### src/lms_defs.svh
`ifndef LMS_DEFS_SVH
`define LMS_DEFS_SVH

// filter geometry
`define LMS_TAPS        32
`define LMS_TAP_W       5

// datapath widths
`define LMS_SAMPLE_W    14
`define LMS_WEIGHT_W    16
`define LMS_PROD_W      29
`define LMS_POWER_W     32

// power estimate is scaled down by 2^5 before the divide
`define LMS_NORM_SHIFT  5

// request buffer depth, equal to the credits handed to the sender
`define LMS_CREDITS     2

`endif

### src/lms_pkg.sv
`include "lms_defs.svh"

package lms_pkg;

    // error and reference samples
    typedef logic signed [`LMS_SAMPLE_W-1:0] sample_t;

    // stored tap weight
    typedef logic signed [`LMS_WEIGHT_W-1:0] weight_t;

    // err * ref product, also the signed quotient
    typedef logic signed [`LMS_PROD_W-1:0] prod_t;

    typedef logic [`LMS_TAP_W-1:0] tap_t;

    // update controller states
    typedef enum logic [1:0] {
        UPD_IDLE  = 2'd0,
        UPD_MUL   = 2'd1,
        UPD_DIV   = 2'd2,
        UPD_WRITE = 2'd3
    } upd_state_t;

endpackage

### src/lms_req_fifo.sv
`timescale 1ns/1ps
`include "lms_defs.svh"

module lms_req_fifo (
    input  logic                     clk,
    input  logic                     rstn,
    input  logic                     push,
    input  lms_pkg::tap_t            push_tap,
    input  lms_pkg::sample_t         push_err,
    input  lms_pkg::sample_t         push_ref,
    input  logic [`LMS_POWER_W-1:0]  push_power,
    input  logic                     fifo_pop,
    output logic                     fifo_valid,
    output lms_pkg::tap_t            head_tap,
    output lms_pkg::sample_t         head_err,
    output lms_pkg::sample_t         head_ref,
    output logic [`LMS_POWER_W-1:0]  head_power,
    output logic                     credit_return
);

    localparam int DEPTH = `LMS_CREDITS;
    localparam int PTR_W = (DEPTH > 1) ? $clog2(DEPTH) : 1;
    localparam int CNT_W = $clog2(DEPTH + 1);

    lms_pkg::tap_t            tap_q   [DEPTH];
    lms_pkg::sample_t         err_q   [DEPTH];
    lms_pkg::sample_t         ref_q   [DEPTH];
    logic [`LMS_POWER_W-1:0]  power_q [DEPTH];

    logic [PTR_W-1:0] wr_ptr;
    logic [PTR_W-1:0] rd_ptr;
    logic [CNT_W-1:0] count;
    logic             do_push;
    logic             do_pop;

    assign fifo_valid = (count != '0);
    assign do_pop     = fifo_pop && fifo_valid;
    // full buffer still takes a push when the head leaves in the same cycle
    assign do_push    = push && ((count != CNT_W'(DEPTH)) || do_pop);

    // one credit back per entry released
    assign credit_return = do_pop;

    assign head_tap   = tap_q[rd_ptr];
    assign head_err   = err_q[rd_ptr];
    assign head_ref   = ref_q[rd_ptr];
    assign head_power = power_q[rd_ptr];

    always_ff @(posedge clk or negedge rstn)
    begin
        if (!rstn)
        begin
            wr_ptr <= '0;
            rd_ptr <= '0;
            count  <= '0;
        end
        else
        begin
            if (do_push)
                wr_ptr <= (wr_ptr == PTR_W'(DEPTH - 1)) ? '0 : wr_ptr + 1'b1;
            if (do_pop)
                rd_ptr <= (rd_ptr == PTR_W'(DEPTH - 1)) ? '0 : rd_ptr + 1'b1;
            case ({do_push, do_pop})
                2'b10:   count <= count + 1'b1;
                2'b01:   count <= count - 1'b1;
                default: count <= count;
            endcase
        end
    end

    always_ff @(posedge clk)
    begin
        if (do_push)
        begin
            tap_q[wr_ptr]   <= push_tap;
            err_q[wr_ptr]   <= push_err;
            ref_q[wr_ptr]   <= push_ref;
            power_q[wr_ptr] <= push_power;
        end
    end

endmodule

### src/lms_step_divider.sv
`timescale 1ns/1ps
`include "lms_defs.svh"

module lms_step_divider (
    input  logic                    clk,
    input  logic                    rstn,
    input  logic                    div_start,
    input  logic [`LMS_PROD_W-1:0]  dividend_mag,
    input  logic [`LMS_PROD_W-1:0]  divisor_mag,
    input  logic                    neg,
    output logic                    div_done,
    output lms_pkg::prod_t          quotient
);

    localparam int W     = `LMS_PROD_W;
    localparam int CNT_W = $clog2(W);

    logic             busy;
    logic [CNT_W-1:0] bit_cnt;
    logic             last_bit;

    logic [W-1:0] rem;
    logic [W-1:0] q;
    logic [W-1:0] dvs;
    logic         neg_r;

    logic [W:0]   rem_shift;
    logic [W:0]   rem_diff;
    logic         fits;
    logic [W-1:0] rem_next;
    logic [W-1:0] q_next;

    // bring down the next dividend bit, subtract if the divisor fits
    assign rem_shift = {rem, q[W-1]};
    assign rem_diff  = rem_shift - {1'b0, dvs};
    assign fits      = (rem_shift >= {1'b0, dvs});
    assign rem_next  = fits ? rem_diff[W-1:0] : rem_shift[W-1:0];
    assign q_next    = {q[W-2:0], fits};

    assign last_bit = busy && (bit_cnt == CNT_W'(W - 1));

    always_ff @(posedge clk or negedge rstn)
    begin
        if (!rstn)
        begin
            busy     <= 1'b0;
            bit_cnt  <= '0;
            div_done <= 1'b0;
        end
        else
        begin
            div_done <= 1'b0;
            if (div_start)
            begin
                busy    <= 1'b1;
                bit_cnt <= '0;
            end
            else if (last_bit)
            begin
                busy     <= 1'b0;
                div_done <= 1'b1;
            end
            else if (busy)
                bit_cnt <= bit_cnt + 1'b1;
        end
    end

    always_ff @(posedge clk)
    begin
        if (div_start)
        begin
            rem   <= '0;
            q     <= dividend_mag;
            dvs   <= divisor_mag;
            neg_r <= neg;
        end
        else if (busy)
        begin
            rem <= rem_next;
            q   <= q_next;
            // sign goes on last, so the result truncates toward zero
            if (last_bit)
            begin
                if (dvs == '0)
                    quotient <= '0;
                else
                    quotient <= neg_r ? -lms_pkg::prod_t'(q_next) : lms_pkg::prod_t'(q_next);
            end
        end
    end

endmodule

### src/lms_weight_bank.sv
`timescale 1ns/1ps
`include "lms_defs.svh"

module lms_weight_bank (
    input  logic              clk,
    input  logic              rstn,
    input  logic              wr_en,
    input  lms_pkg::tap_t     wr_tap,
    input  lms_pkg::weight_t  wr_data,
    input  lms_pkg::tap_t     cur_tap,
    input  lms_pkg::tap_t     rd_tap,
    output lms_pkg::weight_t  cur_weight,
    output lms_pkg::weight_t  rd_weight
);

    lms_pkg::weight_t weights [`LMS_TAPS];

    // old weight for the update in flight
    assign cur_weight = weights[cur_tap];

    always_ff @(posedge clk or negedge rstn)
    begin
        if (!rstn)
        begin
            for (int i = 0; i < `LMS_TAPS; i++)
                weights[i] <= '0;
        end
        else if (wr_en)
            weights[wr_tap] <= wr_data;
    end

    // readback lags rd_tap by one cycle
    always_ff @(posedge clk or negedge rstn)
    begin
        if (!rstn)
            rd_weight <= '0;
        else
            rd_weight <= weights[rd_tap];
    end

endmodule

### src/lms_update_ctrl.sv
`timescale 1ns/1ps
`include "lms_defs.svh"

module lms_update_ctrl (
    input  logic                     clk,
    input  logic                     rstn,
    input  logic                     fifo_valid,
    input  lms_pkg::tap_t            head_tap,
    input  lms_pkg::sample_t         head_err,
    input  lms_pkg::sample_t         head_ref,
    input  logic [`LMS_POWER_W-1:0]  head_power,
    input  lms_pkg::weight_t         cur_weight,
    input  logic                     div_done,
    input  lms_pkg::prod_t           quotient,
    output logic                     fifo_pop,
    output lms_pkg::tap_t            cur_tap,
    output logic                     div_start,
    output logic [`LMS_PROD_W-1:0]   dividend_mag,
    output logic [`LMS_PROD_W-1:0]   divisor_mag,
    output logic                     neg,
    output logic                     wr_en,
    output lms_pkg::tap_t            wr_tap,
    output lms_pkg::weight_t         wr_data,
    output logic                     upd_done,
    output lms_pkg::tap_t            upd_tap
);

    lms_pkg::upd_state_t state;
    lms_pkg::upd_state_t state_nxt;

    lms_pkg::tap_t    tap_r;
    lms_pkg::prod_t   prod_r;
    lms_pkg::prod_t   dvs_r;
    lms_pkg::weight_t old_w_r;

    logic signed [`LMS_POWER_W-1:0] power_shr;

    // sign-extended power >> 5, only the low PROD_W bits are kept
    assign power_shr = $signed(head_power) >>> `LMS_NORM_SHIFT;

    assign fifo_pop = (state == lms_pkg::UPD_IDLE) && fifo_valid;

    always_comb
    begin
        state_nxt = state;
        case (state)
            lms_pkg::UPD_IDLE:
                if (fifo_valid)
                    state_nxt = lms_pkg::UPD_MUL;
            lms_pkg::UPD_MUL:
                state_nxt = lms_pkg::UPD_DIV;
            lms_pkg::UPD_DIV:
                if (div_done)
                    state_nxt = lms_pkg::UPD_WRITE;
            lms_pkg::UPD_WRITE:
                state_nxt = lms_pkg::UPD_IDLE;
            default:
                state_nxt = lms_pkg::UPD_IDLE;
        endcase
    end

    always_ff @(posedge clk or negedge rstn)
    begin
        if (!rstn)
            state <= lms_pkg::UPD_IDLE;
        else
            state <= state_nxt;
    end

    // request fields leave the buffer on the pop edge
    always_ff @(posedge clk)
    begin
        if (fifo_pop)
        begin
            tap_r  <= head_tap;
            prod_r <= lms_pkg::prod_t'(head_err) * lms_pkg::prod_t'(head_ref);
            dvs_r  <= power_shr[`LMS_PROD_W-1:0];
        end
        if (state == lms_pkg::UPD_MUL)
            old_w_r <= cur_weight;
    end

    assign cur_tap = tap_r;

    // divider runs on magnitudes, sign travels separately
    assign div_start    = (state == lms_pkg::UPD_MUL);
    assign dividend_mag = prod_r[`LMS_PROD_W-1] ? -prod_r : prod_r;
    assign divisor_mag  = dvs_r[`LMS_PROD_W-1] ? -dvs_r : dvs_r;
    assign neg          = prod_r[`LMS_PROD_W-1] ^ dvs_r[`LMS_PROD_W-1];

    // wraps modulo 2^16
    assign wr_en    = (state == lms_pkg::UPD_WRITE);
    assign wr_tap   = tap_r;
    assign wr_data  = old_w_r + quotient[`LMS_WEIGHT_W-1:0];

    assign upd_done = (state == lms_pkg::UPD_WRITE);
    assign upd_tap  = tap_r;

endmodule

### src/lms_weight_top.sv
`timescale 1ns/1ps
`include "lms_defs.svh"

module lms_weight_top (
    input  logic                     clk,
    input  logic                     rstn,
    input  logic                     req_valid,
    input  lms_pkg::tap_t            req_tap,
    input  lms_pkg::sample_t         req_err,
    input  lms_pkg::sample_t         req_ref,
    input  logic [`LMS_POWER_W-1:0]  req_power,
    input  lms_pkg::tap_t            rd_tap,
    output logic                     credit_return,
    output logic                     upd_done,
    output lms_pkg::tap_t            upd_tap,
    output lms_pkg::weight_t         rd_weight
);

    // buffer to controller
    logic                     fifo_valid;
    logic                     fifo_pop;
    lms_pkg::tap_t            head_tap;
    lms_pkg::sample_t         head_err;
    lms_pkg::sample_t         head_ref;
    logic [`LMS_POWER_W-1:0]  head_power;

    // controller to divider
    logic                     div_start;
    logic [`LMS_PROD_W-1:0]   dividend_mag;
    logic [`LMS_PROD_W-1:0]   divisor_mag;
    logic                     neg;
    logic                     div_done;
    lms_pkg::prod_t           quotient;

    // controller to bank
    lms_pkg::tap_t            cur_tap;
    lms_pkg::weight_t         cur_weight;
    logic                     wr_en;
    lms_pkg::tap_t            wr_tap;
    lms_pkg::weight_t         wr_data;

    lms_req_fifo fifo_i (
        .clk           (clk),
        .rstn          (rstn),
        .push          (req_valid),
        .push_tap      (req_tap),
        .push_err      (req_err),
        .push_ref      (req_ref),
        .push_power    (req_power),
        .fifo_pop      (fifo_pop),
        .fifo_valid    (fifo_valid),
        .head_tap      (head_tap),
        .head_err      (head_err),
        .head_ref      (head_ref),
        .head_power    (head_power),
        .credit_return (credit_return)
    );

    lms_update_ctrl ctrl_i (
        .clk          (clk),
        .rstn         (rstn),
        .fifo_valid   (fifo_valid),
        .head_tap     (head_tap),
        .head_err     (head_err),
        .head_ref     (head_ref),
        .head_power   (head_power),
        .cur_weight   (cur_weight),
        .div_done     (div_done),
        .quotient     (quotient),
        .fifo_pop     (fifo_pop),
        .cur_tap      (cur_tap),
        .div_start    (div_start),
        .dividend_mag (dividend_mag),
        .divisor_mag  (divisor_mag),
        .neg          (neg),
        .wr_en        (wr_en),
        .wr_tap       (wr_tap),
        .wr_data      (wr_data),
        .upd_done     (upd_done),
        .upd_tap      (upd_tap)
    );

    lms_step_divider div_i (
        .clk          (clk),
        .rstn         (rstn),
        .div_start    (div_start),
        .dividend_mag (dividend_mag),
        .divisor_mag  (divisor_mag),
        .neg          (neg),
        .div_done     (div_done),
        .quotient     (quotient)
    );

    lms_weight_bank bank_i (
        .clk        (clk),
        .rstn       (rstn),
        .wr_en      (wr_en),
        .wr_tap     (wr_tap),
        .wr_data    (wr_data),
        .cur_tap    (cur_tap),
        .rd_tap     (rd_tap),
        .cur_weight (cur_weight),
        .rd_weight  (rd_weight)
    );

endmodule

### config.mk
export PLATFORM = sky130hd
export DESIGN_NAME = lms_weight_top
export DESIGN_NICKNAME = d
export VERILOG_FILES = /design/src/lms_pkg.sv /design/src/lms_req_fifo.sv /design/src/lms_step_divider.sv /design/src/lms_weight_bank.sv /design/src/lms_update_ctrl.sv /design/src/lms_weight_top.sv
export VERILOG_INCLUDE_DIRS = /design/src
export SDC_FILE = /design/constraint.sdc
export NUM_CORES = 2
export LEC_CHECK = 0
export ABC_AREA = 1
export BUFFER_PORTS_ARGS = -buffer_cell sky130_fd_sc_hd__buf_2
export CAP_MARGIN = 20
export CORE_ASPECT_RATIO = 2
export CORE_UTILIZATION = 50
export CTS_CLUSTER_DIAMETER = 200
export DETAILED_ROUTE_END_ITERATION = 8
export PLACE_DENSITY = 0.66
export SKIP_LAST_GASP = 1
export SLEW_MARGIN = 40
export SYNTH_ARGS = -nofsm -noshare
export SYNTH_HDL_FRONTEND = slang
export SYNTH_SLANG_ARGS = --single-unit
### constraint.sdc
create_clock -name clk -period 6.4 [get_ports clk]
set_input_delay 0.64 -clock clk [delete_from_list [all_inputs] [get_ports clk]]
set_output_delay 0.64 -clock clk [all_outputs]
set_load 0.01 [all_outputs]
==> results.md <==
- The flow ran to the end, and the final reports show no timing, DRC or antenna violations.
- In this run the worst setup path begins at fifo_i.rd_ptr.
- The remaining number of nets flagged by the antenna check after routing is 0.
- During synthesis, Yosys emitted a total of 0 warnings.
- The placed instances occupy a cell area of 52840 sq um.
- The met3 routing resource usage after global routing is 5.979%.
- In the routed design, unresolved DRC markers number 0.
- The area growth from synthesis to layout is 11.67%.
- The number of global-route vias before repair is 44270.
- The startpoint of the worst hold path is req_power[14].
- The required time of the critical path is 6.83 ns.
- The worst-margin pin slew is 0.9797 ns.
- Global routing consumed, on the met2 layer, 57.79% of the routing resources.
- The routed layout has 44240 vias.
- The classification of the worst-slack hold path is input port to register.
- The first global-routing pass estimated 262.4 mm of wire.
- The sequential fraction of the synthesis area is 44.03%.
- The post-synthesis sequential element count is 841.
- The number of placed I/O pins is 96.
- After clock tree synthesis, the clock-pin slew on the worst setup and hold paths is 0.06 ns.
- The routability congestion estimate is 0.9793.
- The overall global routing resource usage is 34.48%.
- Of all nets on the critical path, the largest fanout is 8.
- The final critical path takes up 97.74% of the cycle.
- The fraction of the core area covered by cells at the end of the flow is 56.49%.
- The worst slew slack as a fraction of its limit is 34.69%.
- The CTS sink count is 841.
- The peak clock frequency supported by timing is 159.9 MHz.
- Dividing the detail-routed wire length by the instance count gives 23.97 microns.
- The maximum buffer depth of the clock tree is 3.
- The number of clock buffers added by TritonCTS is 81.
- The maximum number of pins on one net before global-route repair is 149.
- The number of antenna violations at the first check in global routing is 7.
- The clock latency on the worst-skew pair is 0.70 ns.
- The startpoint of the worst-slack reg-to-reg timing path is fifo_i.rd_ptr.
- The clock root buffer is clkbuf_16.
- The share of async-settable or async-resettable flops after synthesis is 64.33%.
- The number of cells produced by synthesis is 5851.
- The first detailed-routing pass ran for 8 iterations.
- The top cell types in the final layout, fill and taps aside, are nand2_1 (1213), nor2_1 (555), dfrtp_1 (540), o21ai_0 (538), inv_1 (468).
- The number of enable-type register cells in the synthesized netlist is 271.
- The number of cell rows is 164.
- STA classifies the critical path startpoint as a register.
- In the final layout, the share of cells above drive strength 1 is 11.76%.
- The die boundary width is 226.8 microns.
- For this run, the leading register cell type out of synthesis is dfrtp_1.
- The number of nets in the layout is 6278.
- Across the run, the number of max-cap violations was 0.
- The met1 demand-to-capacity share in global routing is 35.48%.
- The detailed router finished its first iteration with 4889 violations.
- In this run, distinct cell masters in the synthesized netlist total 55.
- Once layout is done, the placed cells without fillers occupy 56450 sq um.
- Setup repair after global routing could not meet its margin everywhere.
- The number of pins with negative max-slew slack in the final report is 0.
- The most common cell after layout, fill and taps aside is nand2_1.
- The H-tree was split into 3 levels.
- The critical path class is register to register.
- During placement, the flow inserted port buffers numbering 90.
- The average size of a mapped cell is 8.639 sq um.
- The kind of end point of the critical path is a register.
- The number of endpoints with negative hold slack in the final report is 0.
- The average vias per placed instance is 6.075.
- Once detailed placement completed, the half-perimeter wirelength came to 115.7 mm.
- The overall die height is 451.7 microns.
- The global routing stage identified its most utilized layer as met2.
- The final setup violation count is 0.
- The initial cell density of the core is 50.58%.
- TritonCTS built the clock tree.
- After layout, the minimum clock period comes to 6.256 ns.
- The area of the placeable core is 99930 sq um.
- After global routing the overflow that remains totals 0.
- Summing every instance area after synthesis gives 50550 sq um.
- The die covers 102500 sq um.
- For the final database, setup skew stands at 0.02873 ns.
- For this block, the routed nets add up to 174.6 mm of wire.
- The signal arrival time at the worst endpoint is 6.68 ns.
- The setup check on the worst reg-to-reg path leaves a slack of 0.14 ns.
-- state kept, by name (all words and copies together) (netlist names), 27 cells and up --
name            flops
div_i.q            29
fifo_i.err_q       28
div_i.rem          29
ctrl_i.dvs_r       27
ctrl_i.prod_r      28
div_i.dvs          29
fifo_i.ref_q       28
fifo_i.power_q     54
bank_i.weights    512
-- final cells by class --
cell class	instances	area, sq um
flip-flops and latches	841	22260
repair buffers	301	2346
fillers	9127	43480
multi-input cells	4117	25150
well taps	1328	1662
inverters	545	2108
diodes	3	7.507
clock buffers	107	2298
clock inverters	40	620.6
-- critical path: stages (launching register included) --
cell	delay (ns)
dfrtp_2	0.39
clkinv_4	0.13
buf_12	0.17
or2_2	0.27
o21ai_0	0.09
buf_4	0.21
nor2_2	0.07
buf_4	0.14
fa_2	0.52
buf_4	0.16
fa_1	0.52
inv_1	0.05
fa_1	0.50
inv_1	0.07
fa_1	0.53
inv_1	0.05
fa_1	0.50
fa_1	0.55
inv_1	0.06
ha_4	0.28
nand2_2	0.09
nor2_4	0.12
nand2_1	0.08
nor3_2	0.23
nor3_2	0.06
xor2_1	0.14
-- per-layer routing --
| metal | vias to the layer above | share of wire, % | wire length, microns |
|---|---|---|---|
| met3 | 867 | 7.8 | 13560 |
| met1 | 21110 | 32 | 55330 |
| met5 | - | 0.058 | 101 |
| li1 | 19810 | - | - |
| met4 | 12 | 12 | 20160 |
| met2 | 2434 | 49 | 85430 |
-- cells in the mapped netlist, types with 37 or more instances --
master       n  area (sq um)
edfxtp_1   271          8138
nand2_1   1218          4572
xnor2_1     45         394.1
nand4_1     37         231.5
ha_1       121          1514
o21ai_1    195         975.9
clkbuf_1   219         822.0
xor2_1      72         630.6
a22oi_1    237          1779
o22ai_1     39         244.0
fa_1       197          3944
o21ai_0    551          2758
o221ai_1    96         840.8
nand3_1    252          1261
dfrtp_1    541         13540
or2_2       38         237.7
buf_2       82         410.4
a21oi_1    220          1101
nor2_1     569          2136
inv_1      488          1832
-- logic make-up (layout without fill, tap and decap cells) --
| group | after synthesis | after routing | synth area share (%) |
|---|---|---|---|
| buf+inv | 894 | 993 | 7.317 |
| xor+xnor | 117 | 117 | 2.027 |
| fa+ha+maj | 318 | 318 | 10.80 |
| simple gates | 2219 | 2219 | 18.72 |
| mux | 3 | 3 | 0.05941 |
| flops | 841 | 841 | 44.03 |
| compound gates | 1458 | 1458 | 17.04 |
| other cells | 1 | 5 | 0.007419 |
-- what timing repair did --
item | in CTS | in global routing
pin swaps | 0 | 30
hold endpoints to repair | 80 | 0
endpoints found under the setup margin | 2 | 15
hold buffers | 1 | 0
setup buffers | 0 | 21
resized for setup | 1 | 118
gates cloned | 0 | 2
-- path summary, 6_finish.rpt --
kind | cells after the start | to
worst min-delay path | 1 | fifo_i.power_q[1][14]
worst max-delay path | 25 | ctrl_i.prod_r[25]
min in group asynchronous | 2 | bank_i.weights[185]
worst min register to register | 0 | div_i.dvs[0]
worst max register to register | 25 | ctrl_i.prod_r[25]
max in group asynchronous | 4 | bank_i.weights[81]
-- stage by stage --
stage / setup WS (ns) / cells / TNS (ns) / hold WS (ns)
final: 0.1444 / 7282 / 0 / 0.1373
after global routing: -0.07637 / 7280 / -0.3405 / 0.1153
after CTS: 0.004388 / 7255 / 0 / 0.08463
after detailed placement: 0.001216 / 7107 / 0 / 0.4530
after global placement: -0.03834 / 7103 / -0.03834 / 0.4605
after floorplan: 0.1203 / 5852 / 0 / 0.3444
Power is left out: the tool's default activity adds up to more than one toggle a clock period on the data nets, which glitch-free logic cannot reach.
